==> src/source/mips_isa_pkg.sv <==
package mips_isa_pkg;

  typedef logic [31:0] word_t;
  typedef logic [4:0]  reg_idx_t;
  typedef logic [5:0]  opcode_t;
  typedef logic [5:0]  funct_t;
  typedef logic [15:0] imm_t;

  localparam int imem_words = 256;
  typedef logic [$clog2(imem_words)-1:0] imem_addr_t;

  localparam opcode_t op_special = 6'h00;
  localparam opcode_t op_regimm  = 6'h01;
  localparam opcode_t op_j       = 6'h02;
  localparam opcode_t op_jal     = 6'h03;
  localparam opcode_t op_beq     = 6'h04;
  localparam opcode_t op_bne     = 6'h05;
  localparam opcode_t op_blez    = 6'h06;
  localparam opcode_t op_bgtz    = 6'h07;
  localparam opcode_t op_addi    = 6'h08;
  localparam opcode_t op_addiu   = 6'h09;
  localparam opcode_t op_slti    = 6'h0a;
  localparam opcode_t op_sltiu   = 6'h0b;
  localparam opcode_t op_andi    = 6'h0c;
  localparam opcode_t op_ori     = 6'h0d;
  localparam opcode_t op_xori    = 6'h0e;
  localparam opcode_t op_lui     = 6'h0f;

  // rt field of the regimm group
  localparam reg_idx_t regimm_bltz = 5'h00;
  localparam reg_idx_t regimm_bgez = 5'h01;

  localparam reg_idx_t reg_ra = 5'd31;  // jal link target

  localparam funct_t funct_sll  = 6'd0;
  localparam funct_t funct_srl  = 6'd2;
  localparam funct_t funct_sra  = 6'd3;
  localparam funct_t funct_sllv = 6'd4;
  localparam funct_t funct_srlv = 6'd6;
  localparam funct_t funct_srav = 6'd7;
  localparam funct_t funct_jr   = 6'd8;
  localparam funct_t funct_jalr = 6'd9;
  localparam funct_t funct_add  = 6'd32;
  localparam funct_t funct_addu = 6'd33;
  localparam funct_t funct_sub  = 6'd34;
  localparam funct_t funct_subu = 6'd35;
  localparam funct_t funct_and  = 6'd36;
  localparam funct_t funct_or   = 6'd37;
  localparam funct_t funct_xor  = 6'd38;
  localparam funct_t funct_nor  = 6'd39;
  localparam funct_t funct_slt  = 6'd42;
  localparam funct_t funct_sltu = 6'd43;

endpackage

==> src/source/reg_file.sv <==
`timescale 1ns/1ps

module reg_file (
  input  logic                   clk,
  input  logic                   rst,
  input  logic                   we,
  input  mips_isa_pkg::reg_idx_t wa,
  input  mips_isa_pkg::reg_idx_t ra1,
  input  mips_isa_pkg::reg_idx_t ra2,
  input  mips_isa_pkg::word_t    wd,
  output mips_isa_pkg::word_t    rd1,
  output mips_isa_pkg::word_t    rd2
);

  mips_isa_pkg::word_t regs [32];

  always_ff @(posedge clk) begin
    if (rst) begin
      for (int i = 0; i < 32; i++) begin
        regs[i] <= '0;
      end
    end else if (we && wa != '0) begin
      regs[wa] <= wd;
    end
  end

  assign rd1 = (ra1 == '0) ? '0 : regs[ra1];
  assign rd2 = (ra2 == '0) ? '0 : regs[ra2];

endmodule

==> config.mk <==
export PLATFORM = sky130hd
export DESIGN_NAME = reg_file
export DESIGN_NICKNAME = d
export VERILOG_FILES = /design/src/source/mips_isa_pkg.sv /design/src/source/reg_file.sv
export SDC_FILE = /design/constraint.sdc
export NUM_CORES = 2
export LEC_CHECK = 0
export BUFFER_PORTS_ARGS = -buffer_cell sky130_fd_sc_hd__buf_2
export CAP_MARGIN = 20
export CORE_MARGIN = 4
export CORE_UTILIZATION = 45
export CTS_CLUSTER_DIAMETER = 100
export DETAILED_ROUTE_END_ITERATION = 8
export GPL_ROUTABILITY_DRIVEN = 0
export GPL_TIMING_DRIVEN = 0
export SLEW_MARGIN = 20
export SYNTH_ARGS = -nofsm -noshare
export SYNTH_HDL_FRONTEND = slang
export SYNTH_SLANG_ARGS = --single-unit
==> constraint.sdc <==
create_clock -name clk -period 2.85 [get_ports clk]
set_input_delay 0.57 -clock clk [delete_from_list [all_inputs] [get_ports clk]]
set_output_delay 0.57 -clock clk [all_outputs]
set_load 0.01 [all_outputs]
[Yosys cells after proc, flatten, opt, wreduce, memory -nomap -nowiden]
Memory sizes are Yosys's and may differ from the RTL's.
Cells that the tools add are included.
Storage, ports and cells
  bits of input ports: 50
  register bits: 0
  RAM bits: 1024
  output and inout bits: 64
  memories kept: 1
  word-level logic and storage cells: 16
Cells by class
  reductions and logical operators: 5
  muxes and demuxes: 10
Memory list
  regs: words 32, width 32, read ports 2, clocked after Yosys merged registers in 0, write ports 32, line reg_file.sv:15  | mips_isa_pkg::word_t regs [32];
Operators by type and width (count)
  two-way mux 32 bit: 3
  OR reduction 32 bit: 1
  zero test 5 bit: 2
  two-way mux 1 bit: 6
  two-way mux 5 bit: 1
  nonzero test 5 bit: 1
  logical AND 1 bit: 1

[Depth between registers and ports, before layout]
  depth after elaboration: 7
  depth in mapped cells: 9
  mapped depth without buffers: 4

[Least setup slack after synthesis]
Ideal clock, no wire load.
  kind: in2out
  start: input ra2[2]
  end: output rd2[15]
  setup slack: 50 ps
  path buffers: 3
  arrival time: 2230 ps
  cell stages on the path: 7
  required time: 2280 ps
  path through: buf_2 buf_2 buf_1 mux4_2 a22o_1 a2111oi_1 nor3_1
On the way
  word-level cells in the longest chain between the ends: 2
  elaborated cells on any way between the ends: 3
  those cells by class: mux (1); reduce/logical (1); memory (1)
Ends and longest elaborated chain
  start: declaration: line reg_file.sv:9  | input mips_isa_pkg::reg_idx_t ra2,
  memory (32 x 32 bit) / zero test 5 bit (equally long branches)
  two-way mux 32 bit (*): line reg_file.sv:28  | assign rd2 = (ra2 == '0) ? '0 : regs[ra2];
  end: declaration: line reg_file.sv:12  | output mips_isa_pkg::word_t rd2
Every way passes the cells marked *; elsewhere a longest branch is shown, timed or not.

==> reports/summary.log <==
[power] highest ir drop seen on vdd 0.608 mV
[grt] number of antenna violations at the first check in global routing 9
[hold_path] Worst Min Path Start wd[24]
[logic_synthesis] Cells after Synth 3502
[detailed_routing] routed vias 37200
[logic_synthesis] complex-gate fraction of the synthesized area 3.65%
[grt] GR Util met3 12.0%
[grt] via count of the first global-routing pass 36200
[logic_synthesis] share of synthesized cell area in full adder, half adder and majority cells 0%
[detailed_routing] total routed wirelength 225000 um
[sta] setup repair after global routing missed its margin true
[floorplan] # rows 127
[logic_synthesis] number of synthesized register bits 1024
[power] part of the total power dissipated in the clock network 38.1%
[logic_synthesis] top_reg_cell synth edfxtp_1
[critical_path] WP data required 2.28 ns
[run] # Max-Cap Violations 0
[sta] share of the cycle needed by the critical path after routing 117%
[detailed_routing] Final ANT Viol Nets 0
[clock_tree] maximum level of the CTS H-tree 3
[sta] shortest period the worst path allows 3.32 ns
[floorplan] area of the core 0.120 mm^2
[sta] number of setup violations in the final report 229
[logic_synthesis] Yosys Warn Count 0
[sta] fmax 301 MHz
[sta] max_slew headroom 18.4%
[clock_tree] CTS Hold Bufs 0
[power] switching share of power 26.8%
[power] share of power burned in registers 46.4%
[detailed_routing] Pre-antenna DRT Iters 6
[sta] minimum setup slack in the final design -0.472 ns
[floorplan] vertical extent of the die 355 um
[critical_path] critical-path cell list mux4_2 > a22o_4 > a2111oi_4 > nor3_4 > buf_2
[sta] Least-Margin Pin Slew 1.22 ns
[hold_path] Min-Delay Path Class in -> reg
[placement] # port buffers 107
[critical_path] critical path endpoint category output pin
[floorplan] Die Span X 355 um
[clock_tree] Clock Path Buffers 3
[sta] max-slew violation count 0
[logic_synthesis] async set-or-reset flop fraction in the synthesized netlist 0%
[grt] largest net degree at the start of global routing 33
[clock_tree] clock input transition at the sequential cells of the worst setup and hold paths 0.06 ns
[sta] final hold violation count 0
[logic_synthesis] synthesized area 0.0543 mm^2
[grt] Most Used Layer, Global Route met2
[power] internal power summed over all cells 28.2 mW
[clock_tree] number of clock sinks 1024
[detailed_routing] wire per inst 40.3 um
[cells_and_area] nets@finish 3922
[cells_and_area] area grow syn2layout 21.3%
[floorplan] I/O pin cnt 114
[grt] overflow left after global routing 0
[run_status] violated checks negative setup slack
[hold_path] Hold Crit Endpoint regs[5][24]$_SDFFCE_PN0P_
[detailed_routing] number of DRC markers in iteration 0 6672
[logic_synthesis] main combinational cell family by area after synthesis multiplexers
[clock_tree] TritonCTS clock tree built
[run_status] result of the run finished, violations left
[placement] Setup WS pre-CTS -2.40 ns
[floorplan] initial standard-cell utilization of the core 45.3%
[logic_synthesis] sequential element share of the synthesized area 56.7%
[logic_synthesis] simple-gate share of the synthesized area 13.3%
[logic_synthesis] number of distinct library cells after synthesis 42
[grt] met2 track utilization from global routing 50.4%
[grt] combined global-route utilization of all metal layers 34.9%
[power] areal power density over the cells 585 mW/mm^2
[grt] wire length of the first global-routing pass 299000 um
[hold_path] number of cells traversed by the worst hold path 2
[cells_and_area] area of all placed cells without fillers 0.0658 mm^2
[critical_path] largest stage delay on the critical path 0.56 ns
[clock_tree] clock tree root driver cell clkbuf_16
[logic_synthesis] post-synthesis xor/xnor area fraction 0%
[placement] standard cell area after detailed placement 0.0571 mm^2
[critical_path] critical path startpoint category flip-flop
[clock_tree] total CTS buffers 113
[cells_and_area] fraction of final layout cells sized beyond drive strength 1 33.8%
[critical_path] Worst Path Max Fanout 2
[floorplan] Die Outline Area 0.126 mm^2
[placement] hpwl dp 148000 um
[logic_synthesis] number of enable flip-flop cells after synthesis 1024
[critical_path] Worst Path Class, Setup reg -> out
[power] leakage power figure 22.7 nW
[cells_and_area] largest registers regs x1024
[cells_and_area] max reg flops 1024
[critical_path] highest-delay cell along the critical path a2111oi_4
[logic_synthesis] synthesized area per cell 15.5 um^2
[power] net switching power 10.3 mW
[detailed_routing] DRC 0
[power] share of total power in combinational logic 15.5%
[logic_synthesis] mux share of post-synthesis cell area 23.0%
[cells_and_area] Largest Register regs
[grt] met1 capacity usage during global routing 46.0%
[critical_path] WP data arrival 2.75 ns
[detailed_routing] post-DR vias/cell 6.67
[cells by family after synthesis]
group / after synthesis
other: 1
buffers and inverters: 389
flip-flops: 1024
AO/OA/AOI/OAI: 259
AND/OR/NAND/NOR: 1177
multiplexers: 652
[synthesized netlist by cell type, drive strengths merged, types with 6 or more instances]
| library cell | instances | area (um^2) |
|---|---|---|
| edfxtp | 1024 | 30700 |
| nor4 | 6 | 37.5 |
| a22o | 51 | 447 |
| nor2 | 36 | 135 |
| clkbuf | 271 | 1020 |
| a22oi | 16 | 120 |
| and2 | 995 | 6220 |
| a21oi | 12 | 60.1 |
| o22ai | 103 | 644 |
| a2111oi | 55 | 533 |
| a211oi | 7 | 52.6 |
| nor3 | 54 | 270 |
| nand2 | 7 | 26.3 |
| or2 | 33 | 206 |
| mux2 | 30 | 338 |
| nor2b | 14 | 87.6 |
| buf | 116 | 793 |
| mux2i | 150 | 1500 |
| mux4 | 472 | 10600 |
[power groups by stage]
stage	clock network [mW]	logic (mW)	registers, mW
global route	15.2	6.03	17.9
floorplan	0	2.73	17.9
CTS	14.5	5.60	17.8
detailed placement	0	4.73	18.1
finish	14.6	5.98	17.9
global placement	0	4.69	18.1
[worst max-delay path by stage]
stage	start	endpoint	slack, ns	cells past startpoint
final	regs[30][5]$_SDFFCE_PN0P_	rd2[5]	-0.47	5
after floorplan	ra2[2]	rd2[15]	0.05	7
after global routing	regs[26][5]$_SDFFCE_PN0P_	rd2[5]	-0.49	5
after global placement	ra2[1]	rd2[14]	-2.52	8
after detailed placement	ra2[2]	rd2[20]	-2.40	9
after CTS	ra2[2]	rd2[17]	-0.48	8
[cell usage in the layout, fill, tap and decap left out, types with 6 or more instances in the layout]
master,count
buf_6,51
edfxtp_1,1024
conb_1,32
buf_4,87
clkbuf_8,15
and2_1,994
buf_12,45
diode_2,6
clkbuf_2,14
nor3_2,32
clkinv_1,28
buf_16,27
bufinv_16,8
buf_2,112
mux4_2,472
mux2i_1,142
nor2b_1,13
mux2_2,29
a21oi_1,9
clkbuf_16,129
a22o_1,32
clkbuf_1,215
a22oi_1,16
a2111oi_4,50
clkinv_2,26
or2_2,6
nor3_4,22
nor2_1,31
or2_4,28
o22ai_4,22
o22ai_2,28
buf_8,25
clkbuf_4,29
a22o_4,15
o22ai_1,53
[per-stage QoR]
step	instances	power [mW]	hold WS [ns]	setup TNS, ns	util [%]
after CTS	5520	38.0	0.161	-22.80	54.0
after global routing	5577	39.1	0.206	-22.30	54.9
after global placement	5252	22.8	0.899	-964.24	47.5
after detailed placement	5257	22.9	0.904	-550.15	47.7
after floorplan	3533	20.7	0.768	0	-
final	5582	38.5	0.192	-34.43	54.9
[routing by layer]
metal / part of all wire [%] / wire length, um / vias to the layer above
met5: 0.14 / 319 / -
li1: - / - / 14400
met3: 14 / 30400 / 655
met1: 36 / 81600 / 19200
met4: 7.2 / 16200 / 10
met2: 43 / 96600 / 3042
[timing repair]
action / 4_1_cts / 5_1_grt
hold endpoints to repair: 0 / 0
buffers inserted: 59 / 54
pin swaps: 95 / 77
gates resized for setup: 707 / 128
cloned: 4 / 8
endpoints found under the setup margin: 96 / 96
[critical path, delay by kind of cell, from the launching register on]
kind / cells / cell delay (ns)
compound gates: 2 / 0.85
mux: 1 / 0.51
flops: 1 / 0.41
buf+inv: 1 / 0.17
simple gates: 1 / 0.10
[final cells by class]
class	instances	area (um^2)
antenna	6	15.0
buffer	380	3300
clock buffer	139	3050
clock inverter	68	523
fill	9585	54000
inverter	2	7.51
multi-input combinational	2121	24200
sequential	1024	30700
tap	1612	2020
timing repair buffer	230	1980
No activity file was read; power rests on OpenSTA's default activity.
