[src/source/mips_isa_pkg.sv]
package mips_isa_pkg;

  typedef logic [31:0] word_t;
  typedef logic [4:0]  reg_idx_t;
  typedef logic [5:0]  opcode_t;
  typedef logic [5:0]  funct_t;
  typedef logic [15:0] imm_t;

  localparam int imem_words = 256;
  typedef logic [$clog2(imem_words)-1:0] imem_addr_t;

  localparam opcode_t op_special = 6'h00;
  localparam opcode_t op_regimm  = 6'h01;
  localparam opcode_t op_j       = 6'h02;
  localparam opcode_t op_jal     = 6'h03;
  localparam opcode_t op_beq     = 6'h04;
  localparam opcode_t op_bne     = 6'h05;
  localparam opcode_t op_blez    = 6'h06;
  localparam opcode_t op_bgtz    = 6'h07;
  localparam opcode_t op_addi    = 6'h08;
  localparam opcode_t op_addiu   = 6'h09;
  localparam opcode_t op_slti    = 6'h0a;
  localparam opcode_t op_sltiu   = 6'h0b;
  localparam opcode_t op_andi    = 6'h0c;
  localparam opcode_t op_ori     = 6'h0d;
  localparam opcode_t op_xori    = 6'h0e;
  localparam opcode_t op_lui     = 6'h0f;

  // rt field of the regimm group
  localparam reg_idx_t regimm_bltz = 5'h00;
  localparam reg_idx_t regimm_bgez = 5'h01;

  localparam reg_idx_t reg_ra = 5'd31;  // jal link target

  localparam funct_t funct_sll  = 6'd0;
  localparam funct_t funct_srl  = 6'd2;
  localparam funct_t funct_sra  = 6'd3;
  localparam funct_t funct_sllv = 6'd4;
  localparam funct_t funct_srlv = 6'd6;
  localparam funct_t funct_srav = 6'd7;
  localparam funct_t funct_jr   = 6'd8;
  localparam funct_t funct_jalr = 6'd9;
  localparam funct_t funct_add  = 6'd32;
  localparam funct_t funct_addu = 6'd33;
  localparam funct_t funct_sub  = 6'd34;
  localparam funct_t funct_subu = 6'd35;
  localparam funct_t funct_and  = 6'd36;
  localparam funct_t funct_or   = 6'd37;
  localparam funct_t funct_xor  = 6'd38;
  localparam funct_t funct_nor  = 6'd39;
  localparam funct_t funct_slt  = 6'd42;
  localparam funct_t funct_sltu = 6'd43;

endpackage

[src/source/core_cfg_pkg.sv]
package core_cfg_pkg;

  typedef enum logic [3:0] {
    alu_add, alu_sub, alu_and, alu_or, alu_xor, alu_nor,
    alu_slt, alu_sltu, alu_sll, alu_srl, alu_sra, alu_lui
  } alu_op_e;

  typedef enum logic [3:0] {
    br_none, br_eq, br_ne, br_lez, br_gtz, br_ltz, br_gez, br_jump, br_jump_reg
  } br_kind_e;

  typedef struct packed {
    alu_op_e                alu_op;
    logic                   src_imm;     // operand b from immediate
    logic                   imm_signed;
    logic                   shamt_var;   // shift amount from rs
    logic                   wr_en;
    mips_isa_pkg::reg_idx_t wr_reg;
    logic                   link;        // write pc + 4
    br_kind_e               br_kind;
    logic                   illegal;
  } ctrl_t;

  typedef struct packed {
    mips_isa_pkg::word_t    pc;
    mips_isa_pkg::word_t    inst;
    logic                   wr_en;
    mips_isa_pkg::reg_idx_t wr_reg;
    mips_isa_pkg::word_t    wr_data;
  } retire_t;

endpackage

[src/source/inst_decode.sv]
`timescale 1ns/1ps

module inst_decode (
  input  mips_isa_pkg::word_t    inst,
  output core_cfg_pkg::ctrl_t    ctrl,
  output mips_isa_pkg::reg_idx_t rs,
  output mips_isa_pkg::reg_idx_t rt,
  output mips_isa_pkg::imm_t     imm,
  output logic [4:0]             shamt
);

  mips_isa_pkg::opcode_t  opcode;
  mips_isa_pkg::funct_t   funct;
  mips_isa_pkg::reg_idx_t rd;

  assign opcode = inst[31:26];
  assign rs     = inst[25:21];
  assign rt     = inst[20:16];
  assign rd     = inst[15:11];
  assign shamt  = inst[10:6];
  assign funct  = inst[5:0];
  assign imm    = inst[15:0];

  always_comb begin
    ctrl.alu_op     = core_cfg_pkg::alu_add;
    ctrl.src_imm    = 1'b1;  // I-type defaults
    ctrl.imm_signed = 1'b1;
    ctrl.shamt_var  = 1'b0;
    ctrl.wr_en      = 1'b1;
    ctrl.wr_reg     = rt;
    ctrl.link       = 1'b0;
    ctrl.br_kind    = core_cfg_pkg::br_none;
    ctrl.illegal    = 1'b0;
    case (opcode)
      mips_isa_pkg::op_special: begin
        ctrl.src_imm = 1'b0;
        ctrl.wr_reg  = rd;
        ctrl.shamt_var = funct[2];  // sllv, srlv, srav
        case (funct)
          mips_isa_pkg::funct_sll, mips_isa_pkg::funct_sllv: ctrl.alu_op = core_cfg_pkg::alu_sll;
          mips_isa_pkg::funct_srl, mips_isa_pkg::funct_srlv: ctrl.alu_op = core_cfg_pkg::alu_srl;
          mips_isa_pkg::funct_sra, mips_isa_pkg::funct_srav: ctrl.alu_op = core_cfg_pkg::alu_sra;
          mips_isa_pkg::funct_jr: begin
            ctrl.br_kind = core_cfg_pkg::br_jump_reg;
            ctrl.wr_en   = 1'b0;
          end
          mips_isa_pkg::funct_jalr: begin
            ctrl.br_kind = core_cfg_pkg::br_jump_reg;
            ctrl.link    = 1'b1;
          end
          mips_isa_pkg::funct_add, mips_isa_pkg::funct_addu: ctrl.alu_op = core_cfg_pkg::alu_add;
          mips_isa_pkg::funct_sub, mips_isa_pkg::funct_subu: ctrl.alu_op = core_cfg_pkg::alu_sub;
          mips_isa_pkg::funct_and:  ctrl.alu_op = core_cfg_pkg::alu_and;
          mips_isa_pkg::funct_or:   ctrl.alu_op = core_cfg_pkg::alu_or;
          mips_isa_pkg::funct_xor:  ctrl.alu_op = core_cfg_pkg::alu_xor;
          mips_isa_pkg::funct_nor:  ctrl.alu_op = core_cfg_pkg::alu_nor;
          mips_isa_pkg::funct_slt:  ctrl.alu_op = core_cfg_pkg::alu_slt;
          mips_isa_pkg::funct_sltu: ctrl.alu_op = core_cfg_pkg::alu_sltu;
          default:                  ctrl.illegal = 1'b1;
        endcase
      end
      mips_isa_pkg::op_regimm: begin
        ctrl.src_imm = 1'b0;
        ctrl.wr_en   = 1'b0;
        case (rt)
          mips_isa_pkg::regimm_bltz: ctrl.br_kind = core_cfg_pkg::br_ltz;
          mips_isa_pkg::regimm_bgez: ctrl.br_kind = core_cfg_pkg::br_gez;
          default:                   ctrl.illegal = 1'b1;  // -al forms too
        endcase
      end
      mips_isa_pkg::op_j: begin
        ctrl.br_kind = core_cfg_pkg::br_jump;
        ctrl.wr_en   = 1'b0;
      end
      mips_isa_pkg::op_jal: begin
        ctrl.br_kind = core_cfg_pkg::br_jump;
        ctrl.wr_reg  = mips_isa_pkg::reg_ra;
        ctrl.link    = 1'b1;
      end
      mips_isa_pkg::op_beq, mips_isa_pkg::op_bne, mips_isa_pkg::op_blez,
      mips_isa_pkg::op_bgtz: begin
        ctrl.src_imm = 1'b0;  // compare against rt
        ctrl.wr_en   = 1'b0;
        case (opcode)
          mips_isa_pkg::op_beq:  ctrl.br_kind = core_cfg_pkg::br_eq;
          mips_isa_pkg::op_bne:  ctrl.br_kind = core_cfg_pkg::br_ne;
          mips_isa_pkg::op_blez: ctrl.br_kind = core_cfg_pkg::br_lez;
          default:               ctrl.br_kind = core_cfg_pkg::br_gtz;
        endcase
      end
      mips_isa_pkg::op_addi, mips_isa_pkg::op_addiu: ctrl.alu_op = core_cfg_pkg::alu_add;
      mips_isa_pkg::op_slti:  ctrl.alu_op = core_cfg_pkg::alu_slt;
      mips_isa_pkg::op_sltiu: ctrl.alu_op = core_cfg_pkg::alu_sltu;
      mips_isa_pkg::op_andi, mips_isa_pkg::op_ori, mips_isa_pkg::op_xori,
      mips_isa_pkg::op_lui: begin
        ctrl.imm_signed = 1'b0;  // logic ops zero-extend
        case (opcode)
          mips_isa_pkg::op_andi: ctrl.alu_op = core_cfg_pkg::alu_and;
          mips_isa_pkg::op_ori:  ctrl.alu_op = core_cfg_pkg::alu_or;
          mips_isa_pkg::op_xori: ctrl.alu_op = core_cfg_pkg::alu_xor;
          default:               ctrl.alu_op = core_cfg_pkg::alu_lui;
        endcase
      end
      default: ctrl.illegal = 1'b1;
    endcase
    ctrl.wr_en = ctrl.wr_en && !ctrl.illegal && (ctrl.wr_reg != '0);
  end

endmodule

[config.mk]
export PLATFORM = sky130hd
export DESIGN_NAME = inst_decode
export DESIGN_NICKNAME = d
export VERILOG_FILES = /design/src/source/mips_isa_pkg.sv /design/src/source/core_cfg_pkg.sv /design/src/source/inst_decode.sv
export SDC_FILE = /design/constraint.sdc
export NUM_CORES = 1
export LEC_CHECK = 0
export BUFFER_PORTS_ARGS = -buffer_cell sky130_fd_sc_hd__buf_4
export CELL_PAD_IN_SITES_DETAIL_PLACEMENT = 1
export CELL_PAD_IN_SITES_GLOBAL_PLACEMENT = 2
export CORE_MARGIN = 4
export CORE_UTILIZATION = 20
export DETAILED_ROUTE_END_ITERATION = 8
export GPL_ROUTABILITY_DRIVEN = 0
export PLACE_DENSITY_LB_ADDON = 0.1
export SKIP_LAST_GASP = 1
export SLEW_MARGIN = 20
export SYNTH_ARGS = -nofsm -noshare
export SYNTH_HDL_FRONTEND = slang
export SYNTH_SLANG_ARGS = --single-unit
[constraint.sdc]
create_clock -name vclk -period 9.43
set_input_delay 2.829 -clock vclk [all_inputs]
set_output_delay 2.829 -clock vclk [all_outputs]
set_load 0.01 [all_outputs]
==> Word-level counts from Yosys, hierarchy flattened <==
Cells that the tools add are included.
{ "word_totals": {"ff_bits": 0, "input_bits": 32, "out_inout_bits": 50, "elab_cells": 70} }
{ "classes": {"eq_ne": 33, "n_mux": 17, "n_reduce_logical": 20} }
{ "ops": {"columns": ["operator", "count"], "rows": [
  ["6-bit by 4-bit equality test with 1-bit output (second input constant)", 10],
  ["6-bit equality test (second input constant)", 10],
  ["6-bit by 3-bit equality test with 1-bit output (second input constant)", 7],
  ["4-bit one-hot mux with 10 select lines", 1],
  ["4-bit one-hot mux with 4 select lines", 2],
  ["6-bit by 2-bit equality test with 1-bit output (second input constant)", 4],
  ["18-bit OR reduction", 1],
  ["14-bit OR reduction", 1],
  ["2-bit OR reduction", 7],
  ["6-bit logical NOT", 2],
  ["4-bit one-hot mux with 3 select lines", 1],
  ["6-bit one-hot mux with 2 select lines", 1],
  ["6-bit OR reduction", 2],
  ["3-bit one-hot mux with 3 select lines", 1],
  ["4-bit OR reduction", 2],
  ["1-bit 2-to-1 mux", 7],
  ["6-bit by 1-bit equality test with 1-bit output (second input constant)", 1],
  ["3-bit one-hot mux with 2 select lines", 1],
  ["5-bit by 1-bit equality test with 1-bit output (second input constant)", 1],
  ["5-bit logical NOT", 1],
  ["5-bit nonzero test", 1],
  ["4-bit 2-to-1 mux", 1],
  ["1-bit one-hot mux with 3 select lines", 1],
  ["1-bit logical AND", 2],
  ["2 further kinds", 2]
]} }

==> Logic depth before layout (Yosys ltp) <==
{ "logic_depth": {"ltp_word": 7, "ltp_mapped": 6, "mapped_depth_nobuf": 4} }

==> Worst setup path after synthesis <==
No wires, ideal clock.
{ "synth_timing": {"path_kind": "input to output", "start": "in inst[29]", "end": "out ctrl[11] (netlist bit)", "arrival_ns": 4.309, "t_required_ns": 6.601, "path_slack_ns": 2.292, "path_stages": 5, "path_buffers": 1, "path_cell_list": "buf_6 > nor4_4 > nand2_1 > o311ai_0 > a311oi_2"} }
{ "synth_lines": {"columns": ["element", "line_no", "text"], "rows": [
  ["from (decl)", "inst_decode.sv:4", "input mips_isa_pkg::word_t inst,"],
  ["to (decl)", "inst_decode.sv:5", "output core_cfg_pkg::ctrl_t ctrl,"]
]} }

==> qor.csv <==
metric,value,unit
Mapped Area,949.7,um2
Die Area,5914,um2
Syn Nets,171,
vias in the first global route,1052,
most instantiated cells after synthesis,"buf_4, nor2_1, nand2_1",
post-route setup TNS,0,ns
post-cts sizing count,0,
gr usage total,0.1097,
row count,24,
min cycle time layout,7.480,ns
synth top area cells,"buf_4, nor2_1, nand3_1",
I/O pins,82,
Synth Area per Inst,6.832,um2
most numerous cell in the Yosys netlist,buf_4,
Ant. Diodes,0,
"Largest delay share family, worst path",compound AO/OA/AOI/OAI gates,
antenna violations before repair,0,
hold_buf cts,0,
drt pass-1 iters,4,
Initial Utilization,0.2122,
post-synth top area cell,buf_4,
final critical-path share of the clock period,0.7933,
via count,1060,
Final setup viols,0,
Worst IR Drop VDD,14.09,uV
Crit-path slowest cell,o311ai_0,
outcome,finished clean,
CP startpoint kind,primary input,
Die W,76.91,um
CP Capture Type,primary output,
Hold Startpoint,inst[9],
Syn. warnings,0,
final wirelength,3.529,mm
PD cells,42.20,nW/um2
"slowest stage delay, CP",0.67,ns
number of sequential cells,0,
CP arrival,4.65,ns
"Slew Viols, Final",0,
RSZ-0062 raised after global routing,no,
final layout net count,189,
die height,76.91,um
Core Region,4474,um2
Post-DRT Antenna Nets,0,
max frequency,133.7,MHz
sequential share of the synthesized area,0,
Worst-Margin Slew,0.6901,ns
"non-filler cells, final",207,
"Data required, critical path",6.60,ns
Vias/cell,5.121,
port bufs,57,
Post-CTS Setup Inserts,0,
Avg WL per Cell,17.05,um
Hold Path Depth,0,
largest net degree at the start of global routing,22,
drt first-iter violations,73,
Area Growth Syn to Fin,20.69,%
Max-slew headroom,0.5341,
post-DP HPWL,2.804,mm
Worst Path Max Fanout,12,
buffers and inverters on the worst path,2,
Residual DRC,0,
Static Leakage,0.4665,nW
Placed Cells,207,
hold endpoint,imm[9],
fillers,562,
"Hold Vio Cnt, Final",0,
kind of critical path,primary input to primary output,
Synth cell types,46,
clock buf count,0,
Synth top area share,0.2451,
FF+latch area,0,um2
GRT overflow,0,
first-pass GRT wire length,5.561,mm
Max-Cap Viols,0,
Syn Inst Count,139,
"most used cell, CP",buf_4,
critical-path cell list,buf_4 -> nor4_4 -> nand2_1 -> o311ai_0 -> a311oi_2 -> buf_4,
Hold WC Path Type,primary input to primary output,
layout cell share with drive strength beyond 1,0.4452,
[metal layers]
metal  track usage  share of wire  wire length (um)
met3       0.01171          0.060               212
met5             0              0                 0
met4       0.01268         0.0099                35
met2        0.1751           0.44              1555
met1        0.1615           0.49              1726
[power by group]
part,internal [mW],total (mW),switching (mW),leakage (nW)
logic,0.0223,0.0484,0.0261,0.466
clock network,0,0,0,0
registers,0,0,0,0
total,0.0223,0.0484,0.0261,0.466
[layout make-up]
| type | count | area [um2] | area share |
|---|---|---|---|
| inverters | 3 | 11.26 | 0.009825 |
| multi-input cells | 95 | 641.9 | 0.5600 |
| repair buffers | 57 | 427.9 | 0.3734 |
| well taps | 52 | 65.06 | 0.05677 |
[per-stage QoR]
step                area, um2  hold WS [ns]  total power [mW]  utilization  setup WS [ns]
CTS                      1146         5.658           0.04915       0.2562          1.965
detailed placement       1146         5.658           0.04902       0.2562          1.953
global placement         1146         5.658           0.04892       0.2562          2.117
floorplan               949.7         5.712           0.03536            -          2.292
finish                   1146         5.658           0.04837       0.2562          1.950
global route             1146         5.658           0.05284       0.2562          1.810
[worst max-delay path by stage]
stage                     slack (ns)      from        to  cells after the start
final                           1.95  inst[28]  ctrl[11]                      6
after global placement          2.12  inst[28]  ctrl[11]                      6
after floorplan                 2.29  inst[29]  ctrl[11]                      5
after global routing            1.81  inst[28]  ctrl[11]                      6
after CTS                       1.96  inst[28]  ctrl[11]                      6
after detailed placement        1.95  inst[28]  ctrl[11]                      6
[placed cells by master, fill, tap and decap left out, types with 3 or more instances in the layout]
master,count
a21oi_1,5
o21ai_0,6
nand2b_1,6
buf_4,57
nor2_1,12
nand2_1,9
nand3_1,8
a2bb2oi_1,3
nor3_1,5
[cell families after synthesis]
group | after synthesis | share of synthesized area
XOR/XNOR | 1 | 0.009224
AO/OA/AOI/OAI | 39 | 0.3360
multiplexers | 1 | 0.01054
AND/OR/NAND/NOR | 54 | 0.3202
buffers and inverters | 44 | 0.3241
(Power assumes the default switching activity.)
